**src/design/mci_lite_pkg.sv**
```systemverilog
// ******************************
// MCI lite shared definitions
// Sizes, register map, request and
// response types for the MCI lite block
// ******************************
`default_nettype none

package mci_lite_pkg;

    // Fabric widths
    localparam int MCI_ADDR_W = 16;
    localparam int MCI_DATA_W = 32;
    localparam int MCI_USER_W = 8;

    // Credits and queue depth
    localparam int MCI_REQ_CREDITS   = 4;
    localparam int MCI_PTR_W         = $clog2(MCI_REQ_CREDITS);
    localparam int MCI_CNT_W         = MCI_PTR_W + 1;
    localparam int MCI_RESP_CREDIT_W = 4;

    // SRAM geometry
    localparam int MCI_SRAM_WORDS  = 256;
    localparam int MCI_SRAM_IDX_W  = $clog2(MCI_SRAM_WORDS);
    localparam int MCI_SRAM_WORD_W = 13;
    localparam int MCI_EXEC_SIZE_W = 9;

    // Register map
    localparam int               MCI_REG_IDX_W      = 6;
    localparam logic [MCI_DATA_W-1:0] MCI_HW_ID     = 32'h4d43_4c01;
    localparam logic [5:0]       MCI_REG_ID         = 6'd0;
    localparam logic [5:0]       MCI_REG_WDT_EN     = 6'd1;
    localparam logic [5:0]       MCI_REG_WDT_PERIOD = 6'd2;
    localparam logic [5:0]       MCI_REG_WDT_STATUS = 6'd3;
    localparam logic [5:0]       MCI_REG_EXEC_SIZE  = 6'd4;

    // Register view of an address, region bit low
    typedef struct packed {
        logic                     region;
        logic [6:0]               rsvd;
        logic [MCI_REG_IDX_W-1:0] idx;
        logic [1:0]               byte_sel;
    } mci_reg_addr_t;

    // SRAM view of an address, region bit high
    typedef struct packed {
        logic                       region;
        logic [MCI_SRAM_WORD_W-1:0] word;
        logic [1:0]                 byte_sel;
    } mci_sram_addr_t;

    typedef union packed {
        mci_reg_addr_t  regs;
        mci_sram_addr_t sram;
    } mci_addr_u;

    typedef struct packed {
        logic                  valid;
        logic                  write;
        mci_addr_u             addr;
        logic [MCI_DATA_W-1:0] wdata;
        logic [MCI_USER_W-1:0] user;
    } mci_req_t;

    typedef enum logic [1:0] {
        PRIV_MCU = 2'd0,
        PRIV_CLP = 2'd1,
        PRIV_SOC = 2'd2
    } mci_priv_e;

    typedef struct packed {
        logic                       valid;
        logic                       write;
        logic                       to_sram;
        mci_priv_e                  priv;
        logic [MCI_REG_IDX_W-1:0]   reg_idx;
        logic [MCI_SRAM_WORD_W-1:0] sram_word;
        logic [MCI_DATA_W-1:0]      wdata;
    } mci_dec_t;

    typedef struct packed {
        logic                  valid;
        logic                  error;
        logic [MCI_DATA_W-1:0] rdata;
    } mci_resp_t;

endpackage

`default_nettype wire
```
**src/design/mci_reg_bank.sv**
```systemverilog
// ******************************
// MCI lite register bank
// ID, watchdog and execution region
// size registers with a single
// watchdog counter driving the NMI
// ******************************
`timescale 1ns/10ps
`default_nettype none

module mci_reg_bank (
    input  logic                                           clk,
    input  logic                                           rst_n,
    input  mci_lite_pkg::mci_dec_t                         dec,
    output mci_lite_pkg::mci_resp_t                        resp,
    output logic [mci_lite_pkg::MCI_EXEC_SIZE_W-1:0]       exec_size,
    output logic                                           nmi_intr
);

    logic                                  wdt_en;
    logic [mci_lite_pkg::MCI_DATA_W-1:0]   wdt_period;
    logic                                  wdt_status;
    logic [mci_lite_pkg::MCI_DATA_W-1:0]   wdt_cnt;
    logic [mci_lite_pkg::MCI_DATA_W-1:0]   rd_data;
    logic                                  reg_hit;
    logic                                  idx_known;
    logic                                  acc_err;
    logic                                  wr_en;
    logic                                  wdt_restart;
    logic                                  wdt_fire;

    always_comb begin
        reg_hit   = dec.valid && !dec.to_sram;
        idx_known = 1'b1;
        rd_data   = '0;
        case (dec.reg_idx)
            mci_lite_pkg::MCI_REG_ID:         rd_data = mci_lite_pkg::MCI_HW_ID;
            mci_lite_pkg::MCI_REG_WDT_EN:     rd_data = {31'b0, wdt_en};
            mci_lite_pkg::MCI_REG_WDT_PERIOD: rd_data = wdt_period;
            mci_lite_pkg::MCI_REG_WDT_STATUS: rd_data = {31'b0, wdt_status};
            mci_lite_pkg::MCI_REG_EXEC_SIZE:  rd_data = {23'b0, exec_size};
            default:                          idx_known = 1'b0;
        endcase
        // Reads open to all classes, writes closed to SOC and to ID
        acc_err = !idx_known || (dec.write && (dec.priv == mci_lite_pkg::PRIV_SOC ||
                                               dec.reg_idx == mci_lite_pkg::MCI_REG_ID));
        wr_en   = reg_hit && dec.write && !acc_err;
        // Enable write restarts the count
        wdt_restart = wr_en && (dec.reg_idx == mci_lite_pkg::MCI_REG_WDT_EN);
        wdt_fire    = wdt_en && !wdt_restart && (wdt_cnt == wdt_period);
    end

    always_ff @(posedge clk) begin
        if (!rst_n) begin
            resp       <= '0;
            wdt_en     <= 1'b0;
            wdt_period <= '0;
            wdt_status <= 1'b0;
            wdt_cnt    <= '0;
            exec_size  <= '0;
        end else begin
            resp.valid <= reg_hit;
            resp.error <= acc_err;
            resp.rdata <= (dec.write || acc_err) ? '0 : rd_data;
            if (wdt_restart) begin
                wdt_en  <= dec.wdata[0];
                wdt_cnt <= '0;
            end else if (wdt_fire) begin
                wdt_cnt <= '0;
            end else if (wdt_en) begin
                wdt_cnt <= wdt_cnt + 1;
            end
            // Write one to clear beats a timeout in the same cycle
            if (wr_en && dec.reg_idx == mci_lite_pkg::MCI_REG_WDT_STATUS && dec.wdata[0]) begin
                wdt_status <= 1'b0;
            end else if (wdt_fire) begin
                wdt_status <= 1'b1;
            end
            if (wr_en && dec.reg_idx == mci_lite_pkg::MCI_REG_WDT_PERIOD) begin
                wdt_period <= dec.wdata;
            end
            if (wr_en && dec.reg_idx == mci_lite_pkg::MCI_REG_EXEC_SIZE) begin
                exec_size <= dec.wdata[mci_lite_pkg::MCI_EXEC_SIZE_W-1:0];
            end
        end
    end

    // NMI tracks the sticky timeout flag
    assign nmi_intr = wdt_status;

endmodule

`default_nettype wire

```
**config.mk**
```make
export PLATFORM = sky130hd
export DESIGN_NAME = mci_reg_bank
export DESIGN_NICKNAME = d
export VERILOG_FILES = /design/src/design/mci_lite_pkg.sv /design/src/design/mci_reg_bank.sv
export SDC_FILE = /design/constraint.sdc
export NUM_CORES = 1
export LEC_CHECK = 0
export ABC_AREA = 1
export BUFFER_PORTS_ARGS = -buffer_cell sky130_fd_sc_hd__clkbuf_2
export CELL_PAD_IN_SITES_DETAIL_PLACEMENT = 0
export CELL_PAD_IN_SITES_GLOBAL_PLACEMENT = 2
export CORE_MARGIN = 5
export CORE_UTILIZATION = 28
export CTS_BUF_LIST = sky130_fd_sc_hd__clkbuf_16
export DETAILED_ROUTE_END_ITERATION = 6
export PLACE_DENSITY = 0.84
export RECOVER_POWER = 100
export SETUP_SLACK_MARGIN = 0.3
export SYNTH_ARGS = -nofsm -noshare
export SYNTH_HDL_FRONTEND = slang
export SYNTH_SLANG_ARGS = --single-unit
```
**constraint.sdc**
```tcl
create_clock -name clk -period 1.6 [get_ports clk]
set_clock_uncertainty 0.15 [all_clocks]
set_input_delay 0.16 -clock clk [delete_from_list [all_inputs] [get_ports clk]]
set_output_delay 0.16 -clock clk [all_outputs]
set_load 0.005 [all_outputs]
```
---- Yosys cells after proc, flatten, opt, wreduce, memory -nomap -nowiden ----
Cells that the tools add are included.
storage, ports and cells
  bits in latches ......................... 0
  memory bits (writable) .................. 0
  memories ................................ 0
  ROM bits ................................ 0
  word-level logic and storage cells ...... 41
  input port bits ......................... 58
  output and inout port bits .............. 44
  register bits after elaboration ......... 109
cells by class
  div/mod/pow operators ................... 0
  muxes and demuxes ....................... 2
  add/subtract/negate cells ............... 1
  multiply operators ...................... 0
  shift operators ......................... 0
  reduce and logical (&&, ||, !) cells .... 23
  bitwise operators ....................... 1
  order comparisons ....................... 0
  equal/unequal tests ..................... 6
operators with widths
  kind                     count
  $pmux W32 S5             1
  $add A32 B1 Y32 const B  1
  $eq A32 B32 Y1           1
  $eq A6 B2 Y1 const B     2
  $logic_and A1 B1 Y1      11
  $eq A6 B1 Y1 const B     1
  $eq A6 B3 Y1 const B     1
  $logic_not A6 Y1         1
  $reduce_or A5 Y1         1
  $logic_not A1 Y1         4
  $reduce_or A2 Y1         2
  $logic_or A1 B1 Y1       3
  $reduce_or A3 Y1         1
  $eq A2 B2 Y1 const B     1
  $mux W1                  1
  $not A1 Y1               1

---- Logic depth before layout (Yosys ltp) ----
Gate-level depths: netlist of the first run.
  depth in word-level cells ............... 12
  depth in mapped cells ................... 12
  gate-level depth less buffers ........... 11

---- Worst setup path before layout of the first run ----
OpenSTA, ideal clock, no wires.
  path kind ............................... reg2reg
  from .................................... reg wdt_cnt[0] (netlist name)
  to ...................................... reg wdt_cnt[14] (netlist name)
  path buffers ............................ 0
  data required time ...................... 1.334 ns
  stages on the path, launching flop included .. 8
  arrival time ............................ 1.385 ns
  clock period less this slack ............ 1.651 ns
  setup time .............................. 0.116 ns
  setup slack ............................. -0.051 ns
  cell sequence ........................... dfxtp_1 -> ha_1 -> nand2_1 -> nor2_1 -> nand3_1 -> nor3_1 -> xor2_1 -> nor2_2
between the ends
  longest elaborated chain between the ends .. 3
  elaborated cells between the ends (all ways) .. 4
  classes of those cells .................. 1 x add/sub; 1 x eq/ne; 2 x reduce/logical
ends and longest elaborated chain
  what                                                                     line                source
  start, declared                                                          mci_reg_bank.sv:22  logic [mci_lite_pkg::MCI_DATA_W-1:0] wdt_cnt;
  start signal, assigned                                                   mci_reg_bank.sv:70  wdt_cnt <= wdt_cnt + 1;
  parallel branches: the longest is 3 deep, another holds $add A32 B1 Y32  -
Parallel ways; which one is timed is not known.
A chain may end at the register's enable or synchronous reset.

---- Final worst setup path of the first run ----
  from .................................... reg wdt_cnt[0] (netlist name)
  to ...................................... reg wdt_cnt[8] (netlist name)
The elaborated chain is that of the path after synthesis.

==> results of run 1 <==
[kinds of logic (layout without fill, tap and decap cells)]
logic type	after synthesis	in the layout	synth area share
buffers and inverters	121	395	0.105
DFF	109	109	0.427
AOI/OAI and AO/OA	109	109	0.111
and+or+nand+nor	332	333	0.310
xor gates and xnor gates	26	26	0.0445
adders and majority gates	1	1	0.00245
[per-layer routing]
| layer | up-vias | wire length (um) |
|---|---|---|
| li1 | 2724 | - |
| met1 | 2296 | 7780 |
| met2 | 79 | 7220 |
| met3 | 12 | 626 |
| met4 | 0 | 201 |
| met5 | - | 0 |
[power by group]
group	switching, mW	total (mW)	internal, mW
Combinational	0.178	0.361	0.183
Clock	1.01	2.03	1.02
Sequential	0.000794	2.71	2.71
Total	1.19	5.10	3.91
[how the worst min path moves through the flow]
stage | endpoint | slack (ps) | cells past startpoint
after global placement | wdt_period[11] | 280 | 3
after CTS | resp[33] | 70 | 3
final | resp[33] | 80 | 3
after global routing | exec_size[0] | 110 | 3
after detailed placement | resp[33] | 280 | 3
after floorplan | exec_size[1] | 150 | 2
[placed cells by master (no fill, tap or decap), types with 13 or more instances in the layout]
master           n
nand2_1        167
buf_4          130
inv_1           87
dfxtp_1         72
clkbuf_2        61
nor2_1          39
nor2_2          35
a21oi_1         35
dlygate4sd3_1   34
dfxtp_2         34
clkbuf_1        29
a21oi_2         26
xor2_1          23
nor2_4          19
o21ai_2         16
nand3_1         14
buf_6           14
clkbuf_16       13
[timing repair]
item / in CTS / in global routing
cloned: 1 / 7
setup buffers: 7 / 12
pin swaps: 10 / 50
hold buffers: 34 / 0
hold endpoints to repair: 42 / 0
gates resized for setup: 29 / 162
endpoints found under the setup margin: 43 / 74
[metrics by stage]
| stage | setup slack (ps) | utilization | instances |
|---|---|---|---|
| after global routing | -262 | 0.460 | 1202 |
| after floorplan | 28.8 | - | 698 |
| after global placement | -160 | 0.380 | 1128 |
| final | -159 | 0.460 | 1202 |
| after CTS | -153 | 0.422 | 1183 |
| after detailed placement | -151 | 0.380 | 1128 |
[registers in the layout, summed over array words and instances (netlist names)]
signal      count
wdt_period     32
wdt_en          1
resp           34
nmi_intr        1
wdt_cnt        32
exec_size       9
[final cells by class]
type                       count  share of cell area
multi-input combinational    469               0.354
sequential                   109               0.271
timing repair buffer         283               0.265
inverter                      99              0.0457
tap                          229              0.0347
clock buffer                   9              0.0273
clock inverter                 4             0.00242
[worst reg2reg max path: stages (launching register included)]
cell	delay, ps
dfxtp_2	350
buf_6	110
nand2_2	50
nand2_1	50
nor2_1	80
nand2_1	80
nor2_2	130
nand2_1	70
nor2_2	110
nand2_2	80
nand2_4	110
buf_6	120
buf_12	130
nor2_4	40
==> flow_summary_export.csv, run 1 <==
group,metric,value,unit
outcome,status,"finished with violations",
outcome,violations,"setup timing",
routing,firstDrtPassIters,4,
logic_synthesis,synthTopCellsByCount,"176 x nand2_1, 109 x dfxtp_1, 96 x inv_1, 59 x a21oi_1, 53 x nor2_1",
worst_setup_path,timing.rr.start,"wdt_cnt[0]",
worst_setup_path,cp.arrival,1850,ps
global_routing,overflow,0,
routing,wl_per_cell,13.2,um
logic_synthesis,synth_cell_type_count,35,
global_routing,grt_pass1_wl,24300,um
logic_synthesis,yosysMostFrequentCell,"nand2_1",
sta,rsz0062_at_grt,"true",
finish,drive_above_1_share,0.440,
placement,portBuffers,88,
clock_network,clkTransAtPathRegs,70,ps
worst_setup_path,crit_cells,13,
worst_setup_path,r2r_cells,13,
global_routing,grt_usage,0.138,
worst_setup_path,cp_num_buf_inv,3,
logic_synthesis,synth_top_area_frac,0.427,
logic_synthesis,synth_nets,757,
finish,fill_cells,1851,
logic_synthesis,synth_area_leaders,"dfxtp_1 43%, nand2_1 13%, inv_1 7.0%, a21oi_1 5.8%, xor2_1 4.1%",
worst_setup_path,path_class,"flop to flop",
worst_setup_path,cpMostUsedCell,"nand2_1",
routing,drtIter0Drc,266,
worst_setup_path,crit_fanout,5,
sta,tns,-3750,ps
clock_network,cts_buffers,9,
finish,antennaDiodeCount,0,
sta,min_period,1760,ps
routing,drt_wl_total,15800,um
sta,drv_slew,0,
floorplan,core,0.0180,mm2
floorplan,rows,49,
finish,fin_nets,1030,
worst_setup_path,start_kind,"flop",
worst_setup_path,critPathCapture,"wdt_cnt[8]",
worst_setup_path,reg2reg_slack,-160,ps
placement,place_area,0.00683,mm2
flow_run,drv_cap,0,
placement,place_hpwl,10600,um
worst_setup_path,crit_chain,"buf_6 > nand2_2 > nand2_1 > nor2_1 > nand2_1 > nor2_2 > nand2_1 > nor2_2 > nand2_2 > nand2_4 > buf_6 > buf_12 > nor2_4",
logic_synthesis,synth_warnings,0,
clock_network,clk-insertion-delay-late,360,ps
clock_network,cts_buffer_depth,2,
global_routing,grt_pass1_vias,4973,
logic_synthesis,syn-cell-area,0.00511,mm2
global_routing,grt_util_met2,0.215,
sta,finalCritPeriodShare,1.10,
global_routing,grt_max_degree,33,
routing,postRouteAntennaNets,0,
power,p_total,5.10,mW
clock_network,numClockSinks,109,
global_routing,grtUsageMet3,0.0246,
logic_synthesis,ys.flop_type,"dfxtp_1",
logic_synthesis,yosysSeqAreaShare,0.427,
worst_setup_path,setup.worst_path.start,"wdt_cnt[0]",
finish,final_area,0.00826,mm2
sta,relSlewSlack,0.623,
floorplan,die-area,0.0211,mm2
clock_network,cts.root.buffer_cell,"clkbuf_16",
global_routing,gr-usage-met1,0.194,
clock_network,htreeDepth,3,
worst_setup_path,crit_required,1690,ps
global_routing,antenna_found_initial,0,
floorplan,die_x,145,um
logic_synthesis,syn_inst,698,
power,p_leak,3.53,nW
sta,hold_viol,0,
routing,num_vias,5111,
logic_synthesis,yosysTopAreaCell,"dfxtp_1",
placement,place_congestion,0.821,
worst_setup_path,path_delay_family,"simple AND/OR/NAND/NOR gates",
sta,finalWorstSetupSlack,-159,ps
routing,vias_per_cell,4.25,
finish,multi_input_area,0.00293,mm2
floorplan,die_h,145,um
worst_setup_path,cp_slowest_cell,"dfxtp_2",
power,p_per_area,617,mW/mm2
sta,setup_violations,37,
logic_synthesis,synth_async_sr_flop_share,0,
worst_setup_path,critical_path.endpoint_type,"flop",
power,irDropWorstVdd,475,uV
sta,worst_pin_slew,561,ps
clock_network,cts_tree,"built",
logic_synthesis,avgSynthCellArea,7.33,um2
finish,regArea,0.00224,mm2
floorplan,start_util,0.285,
logic_synthesis,synth_seq_cells,109,
logic_synthesis,synth_edf_count,0,
sta,max_freq,0.568,GHz
hold_path,hold_class,"input pin to flop",
hold_path,min_from,"rst_n",
floorplan,num_io_pins,102,
finish,area_growth_syn_to_layout,61.6,%
worst_setup_path,slowest_delay,350,ps
routing,route.detailed.drc,0,
worst_setup_path,r2r-end,"wdt_cnt[8]",
global_routing,busiest_layer,"met2",
sta,hold_slack,77.6,ps
(Power assumes the default switching activity.)
==> inputs of run 2 (changes only) <==
--- a/config.mk
+++ b/config.mk
@@ -15,7 +15,7 @@
 export DETAILED_ROUTE_END_ITERATION = 6
 export PLACE_DENSITY = 0.84
 export RECOVER_POWER = 100
-export SETUP_SLACK_MARGIN = 0.3
+export SETUP_SLACK_MARGIN = 0.15
 export SYNTH_ARGS = -nofsm -noshare
 export SYNTH_HDL_FRONTEND = slang
 export SYNTH_SLANG_ARGS = --single-unit
==> flow_summary_export.csv, run 2 (same netlist as run 1, synthesis figures left out) <==
group,metric,value,unit
outcome,status,"finished with violations",
outcome,violations,"setup timing",
worst_setup_path,setup.worst_path.start,"wdt_cnt[1]",
global_routing,grt_pass1_vias,4795,
routing,drtIter0Drc,136,
routing,met1_length,6970,um
routing,wl_met2,6150,um
finish,multi_input_area,0.00247,mm2
routing,route.detailed.drc,0,
routing,wl_per_cell,11.8,um
hold_path,min_from,"dec[54]",
sta,tns,-4250,ps
routing,drt_wl_total,13900,um
routing,postRouteAntennaNets,0,
worst_setup_path,crit_required,1700,ps
routing,vias_per_cell,4.14,
worst_setup_path,cp.arrival,1850,ps
placement,place_congestion,0.793,
worst_setup_path,crit_chain,"buf_6 > inv_4 > nand2_2 > nand2_1 > nor2_1 > nand2_1 > nor2_2 > nand2_2 > nor2_4 > nand2_2 > nand2_4 > buf_12 > clkbuf_16 > nor2_2",
worst_setup_path,cpMostUsedCell,"nand2_2",
sta,finalWorstSetupSlack,-153,ps
hold_path,hold_path_depth,4,
finish,largest_register_ffs,34,
worst_setup_path,r2r-end,"wdt_cnt[25]",
sta,hold_viol,0,
floorplan,core,0.0180,mm2
finish,antennaDiodeCount,0,
floorplan,die_h,145,um
clock_network,clk-insertion-delay-late,360,ps
hold_path,hold_class,"input pin to flop",
worst_setup_path,critical_path.endpoint_type,"flop",
routing,routed.top_layer,"met4",
placement,portBuffers,88,
global_routing,antenna_found_initial,0,
floorplan,die_x,145,um
clock_network,cts.root.buffer_cell,"clkbuf_16",
sta,worst_pin_slew,408,ps
finish,fill_cells,1898,
finish,fin_nets,1008,
worst_setup_path,timing.rr.start,"wdt_cnt[1]",
worst_setup_path,start_kind,"flop",
floorplan,start_util,0.285,
finish,regArea,0.00224,mm2
finish,final_common_cell,"nand2_1",
clock_network,htreeDepth,3,
worst_setup_path,crit_fanout,5,
finish,regMostFlops,"resp",
floorplan,die-area,0.0211,mm2
finish,final_cells,1180,
sta,rsz0062_at_grt,"true",
routing,num_vias,4887,
finish,postLayoutCoreUtil,0.420,
sta,finalCritPeriodShare,1.10,
global_routing,grt_usage,0.134,
power,irDropWorstVdd,506,uV
flow_run,drv_cap,0,
routing,firstDrtPassIters,4,
finish,drive_above_1_share,0.351,
worst_setup_path,cp_slowest_cell,"dfxtp_2",
clock_network,clkTransAtPathRegs,70,ps
power,p_total,5.06,mW
sta,relSlewSlack,0.726,
placement,dp_slack,-235,ps
worst_setup_path,reg2reg_slack,-150,ps
clock_network,numClockSinks,109,
worst_setup_path,r2r_cells,14,
worst_setup_path,slowest_delay,350,ps
clock_network,cts_buffers,9,
placement,dp.cells,1120,
power,p_per_area,671,mW/mm2
floorplan,num_io_pins,102,
finish,area_growth_syn_to_layout,47.5,%
hold_path,whs_endpoint,"resp[31]",
placement,place_hpwl,10500,um
floorplan,rows,49,
global_routing,overflow,0,
clock_network,cts_tree,"built",
routing,dr_wl_met3,636,um
power,p_leak,3.10,nW
sta,max_freq,0.570,GHz
global_routing,grt_pass1_wl,23500,um
clock_network,cts_buffer_depth,2,
sta,drv_slew,0,
sta,min_period,1750,ps
worst_setup_path,path_class,"flop to flop",
finish,top_regs,"resp x34, wdt_cnt x32, wdt_period x32",
sta,setup_violations,32,
global_routing,grt_max_degree,39,
finish,final_cell_mix,"174 x nand2_1, 125 x buf_4, 87 x inv_1",
==> run 2: cell types whose count changed in the layout (fill, tap and decap cells not counted), moves of 8 or more <==
cell and change:
a21oi_1 +23, a21oi_2 -24, buf_6 -12, dfxtp_1 -8, dfxtp_2 +11, nor3_1 +12
nor3_4 -10, o21ai_1 +20, o21ai_2 -16, o21ai_4 -11
==> run 2: area by class of cell <==
cell class                      instances  area share
Multi-Input combinational cell        468       0.327
Sequential cell                       109       0.297
Timing Repair Buffer                  262       0.255
Inverter                               99      0.0496
Tap cell                              229      0.0380
Clock buffer                            9      0.0299
Clock inverter                          4     0.00382
==> run 2: how the worst max path moves through the flow <==
stage | end | slack (ps) | depth (start not counted)
6_report | wdt_cnt[25] | -150 | 14
5_1_grt | wdt_cnt[17] | -290 | 13
4_1_cts | wdt_cnt[31] | -170 | 14
3_5_place_dp | wdt_cnt[31] | -230 | 12
3_3_place_gp | wdt_cnt[31] | -260 | 12
2_1_floorplan | wdt_cnt[1] | 30 | 11
==> run 2: where the power goes <==
part	switching (mW)	internal (mW)
clock network	1.01	1.03
registers	0.000992	2.71
logic	0.137	0.166
total	1.15	3.91
==> run 2: routing by layer <==
| layer | track usage | vias up |
|---|---|---|
| met5 | 0 | - |
| met4 | 0.0350 | 0 |
| met3 | 0.0377 | 7 |
| met2 | 0.208 | 74 |
| met1 | 0.185 | 2123 |
| li1 | - | 2683 |
==> run 2: worst max-delay path: cells and delay by family, from the launching register on <==
family	cells	cell delay (ps)
buffers and inverters	4	420
flip-flops	1	350
AND/OR/NAND/NOR	10	730
==> run 2: per-stage QoR <==
step                instance area, um2  hold slack, ps
floorplan                         5150             148
global placement                  6710             276
detailed placement                6710             281
CTS                               7510            58.1
global route                      7540            80.6
finish                            7540            63.1
==> run 2: repair_timing <==
item                                   4_1_cts  5_1_grt
endpoints found under the hold margin       43        0
resized for setup                           44       31
setup buffers                                7        2
hold buffers                                35        0
pin swaps                                   10        9
setup endpoints to repair                   33       33
gates cloned                                 2        1
==> inputs of run 3 (changes only) <==
--- a/config.mk
+++ b/config.mk
@@ -5,12 +5,11 @@
 export SDC_FILE = /design/constraint.sdc
 export NUM_CORES = 1
 export LEC_CHECK = 0
-export ABC_AREA = 1
 export BUFFER_PORTS_ARGS = -buffer_cell sky130_fd_sc_hd__clkbuf_2
 export CELL_PAD_IN_SITES_DETAIL_PLACEMENT = 0
 export CELL_PAD_IN_SITES_GLOBAL_PLACEMENT = 2
 export CORE_MARGIN = 5
-export CORE_UTILIZATION = 28
+export CORE_UTILIZATION = 30
 export CTS_BUF_LIST = sky130_fd_sc_hd__clkbuf_16
 export DETAILED_ROUTE_END_ITERATION = 6
 export PLACE_DENSITY = 0.84
==> flow_summary_export.csv, run 3 <==
group,metric,value,unit
sta,rsz0062_at_grt,"true",
worst_setup_path,cp.arrival,1990,ps
outcome,violations,"setup timing",
routing,drt_wl_total,15200,um
placement,place_hpwl,10200,um
worst_setup_path,critical_path.endpoint_type,"flop",
worst_setup_path,r2r-end,"wdt_cnt[31]",
logic_synthesis,syn_inst,487,
power,irDropWorstVdd,441,uV
logic_synthesis,avgSynthCellArea,9.67,um2
hold_path,whs_endpoint,"resp[33]",
worst_setup_path,start_kind,"flop",
global_routing,antenna_found_initial,0,
routing,num_vias,4390,
sta,finalCritPeriodShare,1.19,
finish,final_cell_mix,"103 x buf_4, 77 x dfxtp_1, 64 x clkbuf_2",
power,p_total,5.18,mW
global_routing,grt_usage,0.161,
sta,drv_slew,0,
clock_network,clk-insertion-delay-late,350,ps
sta,max_freq,0.526,GHz
global_routing,grt_pass1_wl,23400,um
finish,top_regs,"resp x34, wdt_cnt x32, wdt_period x32",
power,p_per_area,670,mW/mm2
hold_path,hold_path_depth,4,
finish,final_common_cell,"buf_4",
sta,finalWorstSetupSlack,-301,ps
flow_run,drv_cap,0,
finish,drive_above_1_share,0.434,
logic_synthesis,synth_seq_cells,109,
sta,relSlewSlack,0.728,
logic_synthesis,yosysSeqAreaShare,0.463,
logic_synthesis,synth_edf_count,0,
floorplan,rows,45,
routing,firstDrtPassIters,4,
logic_synthesis,synth_nets,546,
finish,postLayoutCoreUtil,0.505,
clock_network,cts_buffers,9,
routing,drtIter0Drc,211,
worst_setup_path,timing.rr.start,"wdt_period[27]",
clock_network,cts.root.buffer_cell,"clkbuf_16",
logic_synthesis,synth_async_sr_flop_share,0,
global_routing,grt_pass1_vias,4501,
logic_synthesis,synthTopCellsByCount,"109 x dfxtp_1, 47 x mux2i_1, 45 x xor2_1, 44 x nor2b_1, 37 x nor3_1",
floorplan,start_util,0.308,
logic_synthesis,yosysTopAreaCell,"dfxtp_1",
worst_setup_path,r2r_cells,7,
logic_synthesis,yosysMostFrequentCell,"dfxtp_1",
sta,worst_pin_slew,408,ps
floorplan,core,0.0153,mm2
floorplan,die-area,0.0183,mm2
finish,area_growth_syn_to_layout,64.3,%
worst_setup_path,reg2reg_slack,-300,ps
logic_synthesis,synth_top_area_frac,0.463,
routing,postRouteAntennaNets,0,
clock_network,numClockSinks,109,
floorplan,die_x,135,um
hold_path,min_from,"dec[53]",
finish,fin_nets,793,
logic_synthesis,synth_area_leaders,"dfxtp_1 46%, mux2i_1 10%, xor2_1 8.4%, nor2b_1 5.8%, nor3_1 3.9%",
sta,min_period,1900,ps
logic_synthesis,synth_cell_type_count,38,
sta,setup_violations,75,
finish,regMostFlops,"resp",
worst_setup_path,crit_required,1690,ps
finish,largest_register_ffs,34,
finish,antennaDiodeCount,0,
logic_synthesis,syn-cell-area,0.00471,mm2
placement,portBuffers,88,
logic_synthesis,ys.flop_type,"dfxtp_1",
clock_network,htreeDepth,3,
clock_network,clkTransAtPathRegs,70,ps
global_routing,overflow,0,
sta,hold_viol,0,
clock_network,cts_buffer_depth,2,
logic_synthesis,synth_warnings,0,
power,p_leak,3.12,nW
routing,wl_per_cell,16.1,um
floorplan,num_io_pins,102,
worst_setup_path,crit_fanout,5,
outcome,status,"finished with violations",
worst_setup_path,path_class,"flop to flop",
routing,route.detailed.drc,0,
placement,place_congestion,0.862,
routing,vias_per_cell,4.63,
clock_network,cts_tree,"built",
floorplan,die_h,135,um
hold_path,hold_class,"input pin to flop",
global_routing,grt_max_degree,45,
[run 3: cell types whose count changed after synthesis, sizes merged, moves of 7 or more]
cell and delta:
a21oi -48, a22oi +7, and2 +15, clkbuf +10, inv -91, mux2i +47, nand2 -157, nor2 -74
nor2b +44, nor3 +12, nor4 +20, o21ai -43, xnor2 +14, xor2 +21
[run 3: cell families (layout without fill, tap and decap cells)]
logic type / after synthesis / count (layout) / synth area share
adder cells (fa/ha/maj): 1 / 1 / 0.00266
buffers and inverters: 33 / 283 / 0.0313
multiplexers: 47 / 47 / 0.0999
XOR/XNOR: 61 / 61 / 0.113
AND/OR/NAND/NOR: 210 / 210 / 0.255
AO/OA/AOI/OAI: 26 / 26 / 0.0345
flip-flops: 109 / 109 / 0.463
[run 3: power breakdown]
group	internal [mW]	switching, mW
sequential	2.70	0.000901
clock	1.21	1.01
combinational	0.154	0.115
[run 3: worst max-delay path by stage]
stage	endpoint	startpoint	cells after the start
5_1_grt	wdt_cnt[16]	wdt_cnt[7]	7
3_5_place_dp	wdt_period[4]	dec[48]	7
6_report	wdt_cnt[31]	wdt_period[27]	7
4_1_cts	wdt_cnt[16]	wdt_cnt[0]	8
2_1_floorplan	wdt_period[10]	dec[48]	6
3_3_place_gp	wdt_period[6]	dec[48]	7
[run 3: worst max-delay path, cell delays in order, from the launching register on]
cell and delay [ps]:
dfxtp_1 350, xor2_1 330, nor4_2 110, nand4_1 170, nor3_4 60, buf_6 140, buf_6 120, a2111oi_0 340
[run 3: per-layer routing]
| metal | wire length, um | GRT usage | vias up |
|---|---|---|---|
| met1 | 6780 | 0.208 | 2108 |
| met5 | 0 | 0 | - |
| met2 | 7690 | 0.272 | 93 |
| met4 | 210 | 0.0482 | 0 |
| met3 | 564 | 0.0308 | 18 |
| li1 | - | - | 2171 |
[run 3: area by class of cell]
class / count / area, um2
fill: 1401 / 7580
multi-input combinational: 345 / 2890
sequential: 109 / 2240
timing repair buffer: 262 / 2030
tap: 211 / 264
clock buffer: 9 / 225
clock inverter: 5 / 61.3
inverter: 7 / 26.3
[run 3: stage by stage]
stage / instance area, um2 / std cells / TNS, ps / hold slack, ps / worst slack [ps]
floorplan: 4870 / 487 / -25520 / 173 / -572
global placement: 6290 / 872 / -31810 / 269 / -514
detailed placement: 6290 / 872 / -35040 / 277 / -571
CTS: 7250 / 939 / -13780 / 99.8 / -294
global route: 7740 / 948 / -21840 / 120 / -404
finish: 7740 / 948 / -17010 / 117 / -301
[run 3: repair_timing]
action,in CTS,in global routing
cloned,5,4
setup buffers,14,5
hold buffers,34,0
pin swaps,11,25
setup endpoints to repair,74,107
hold endpoints to repair,42,0
gates resized for setup,32,104
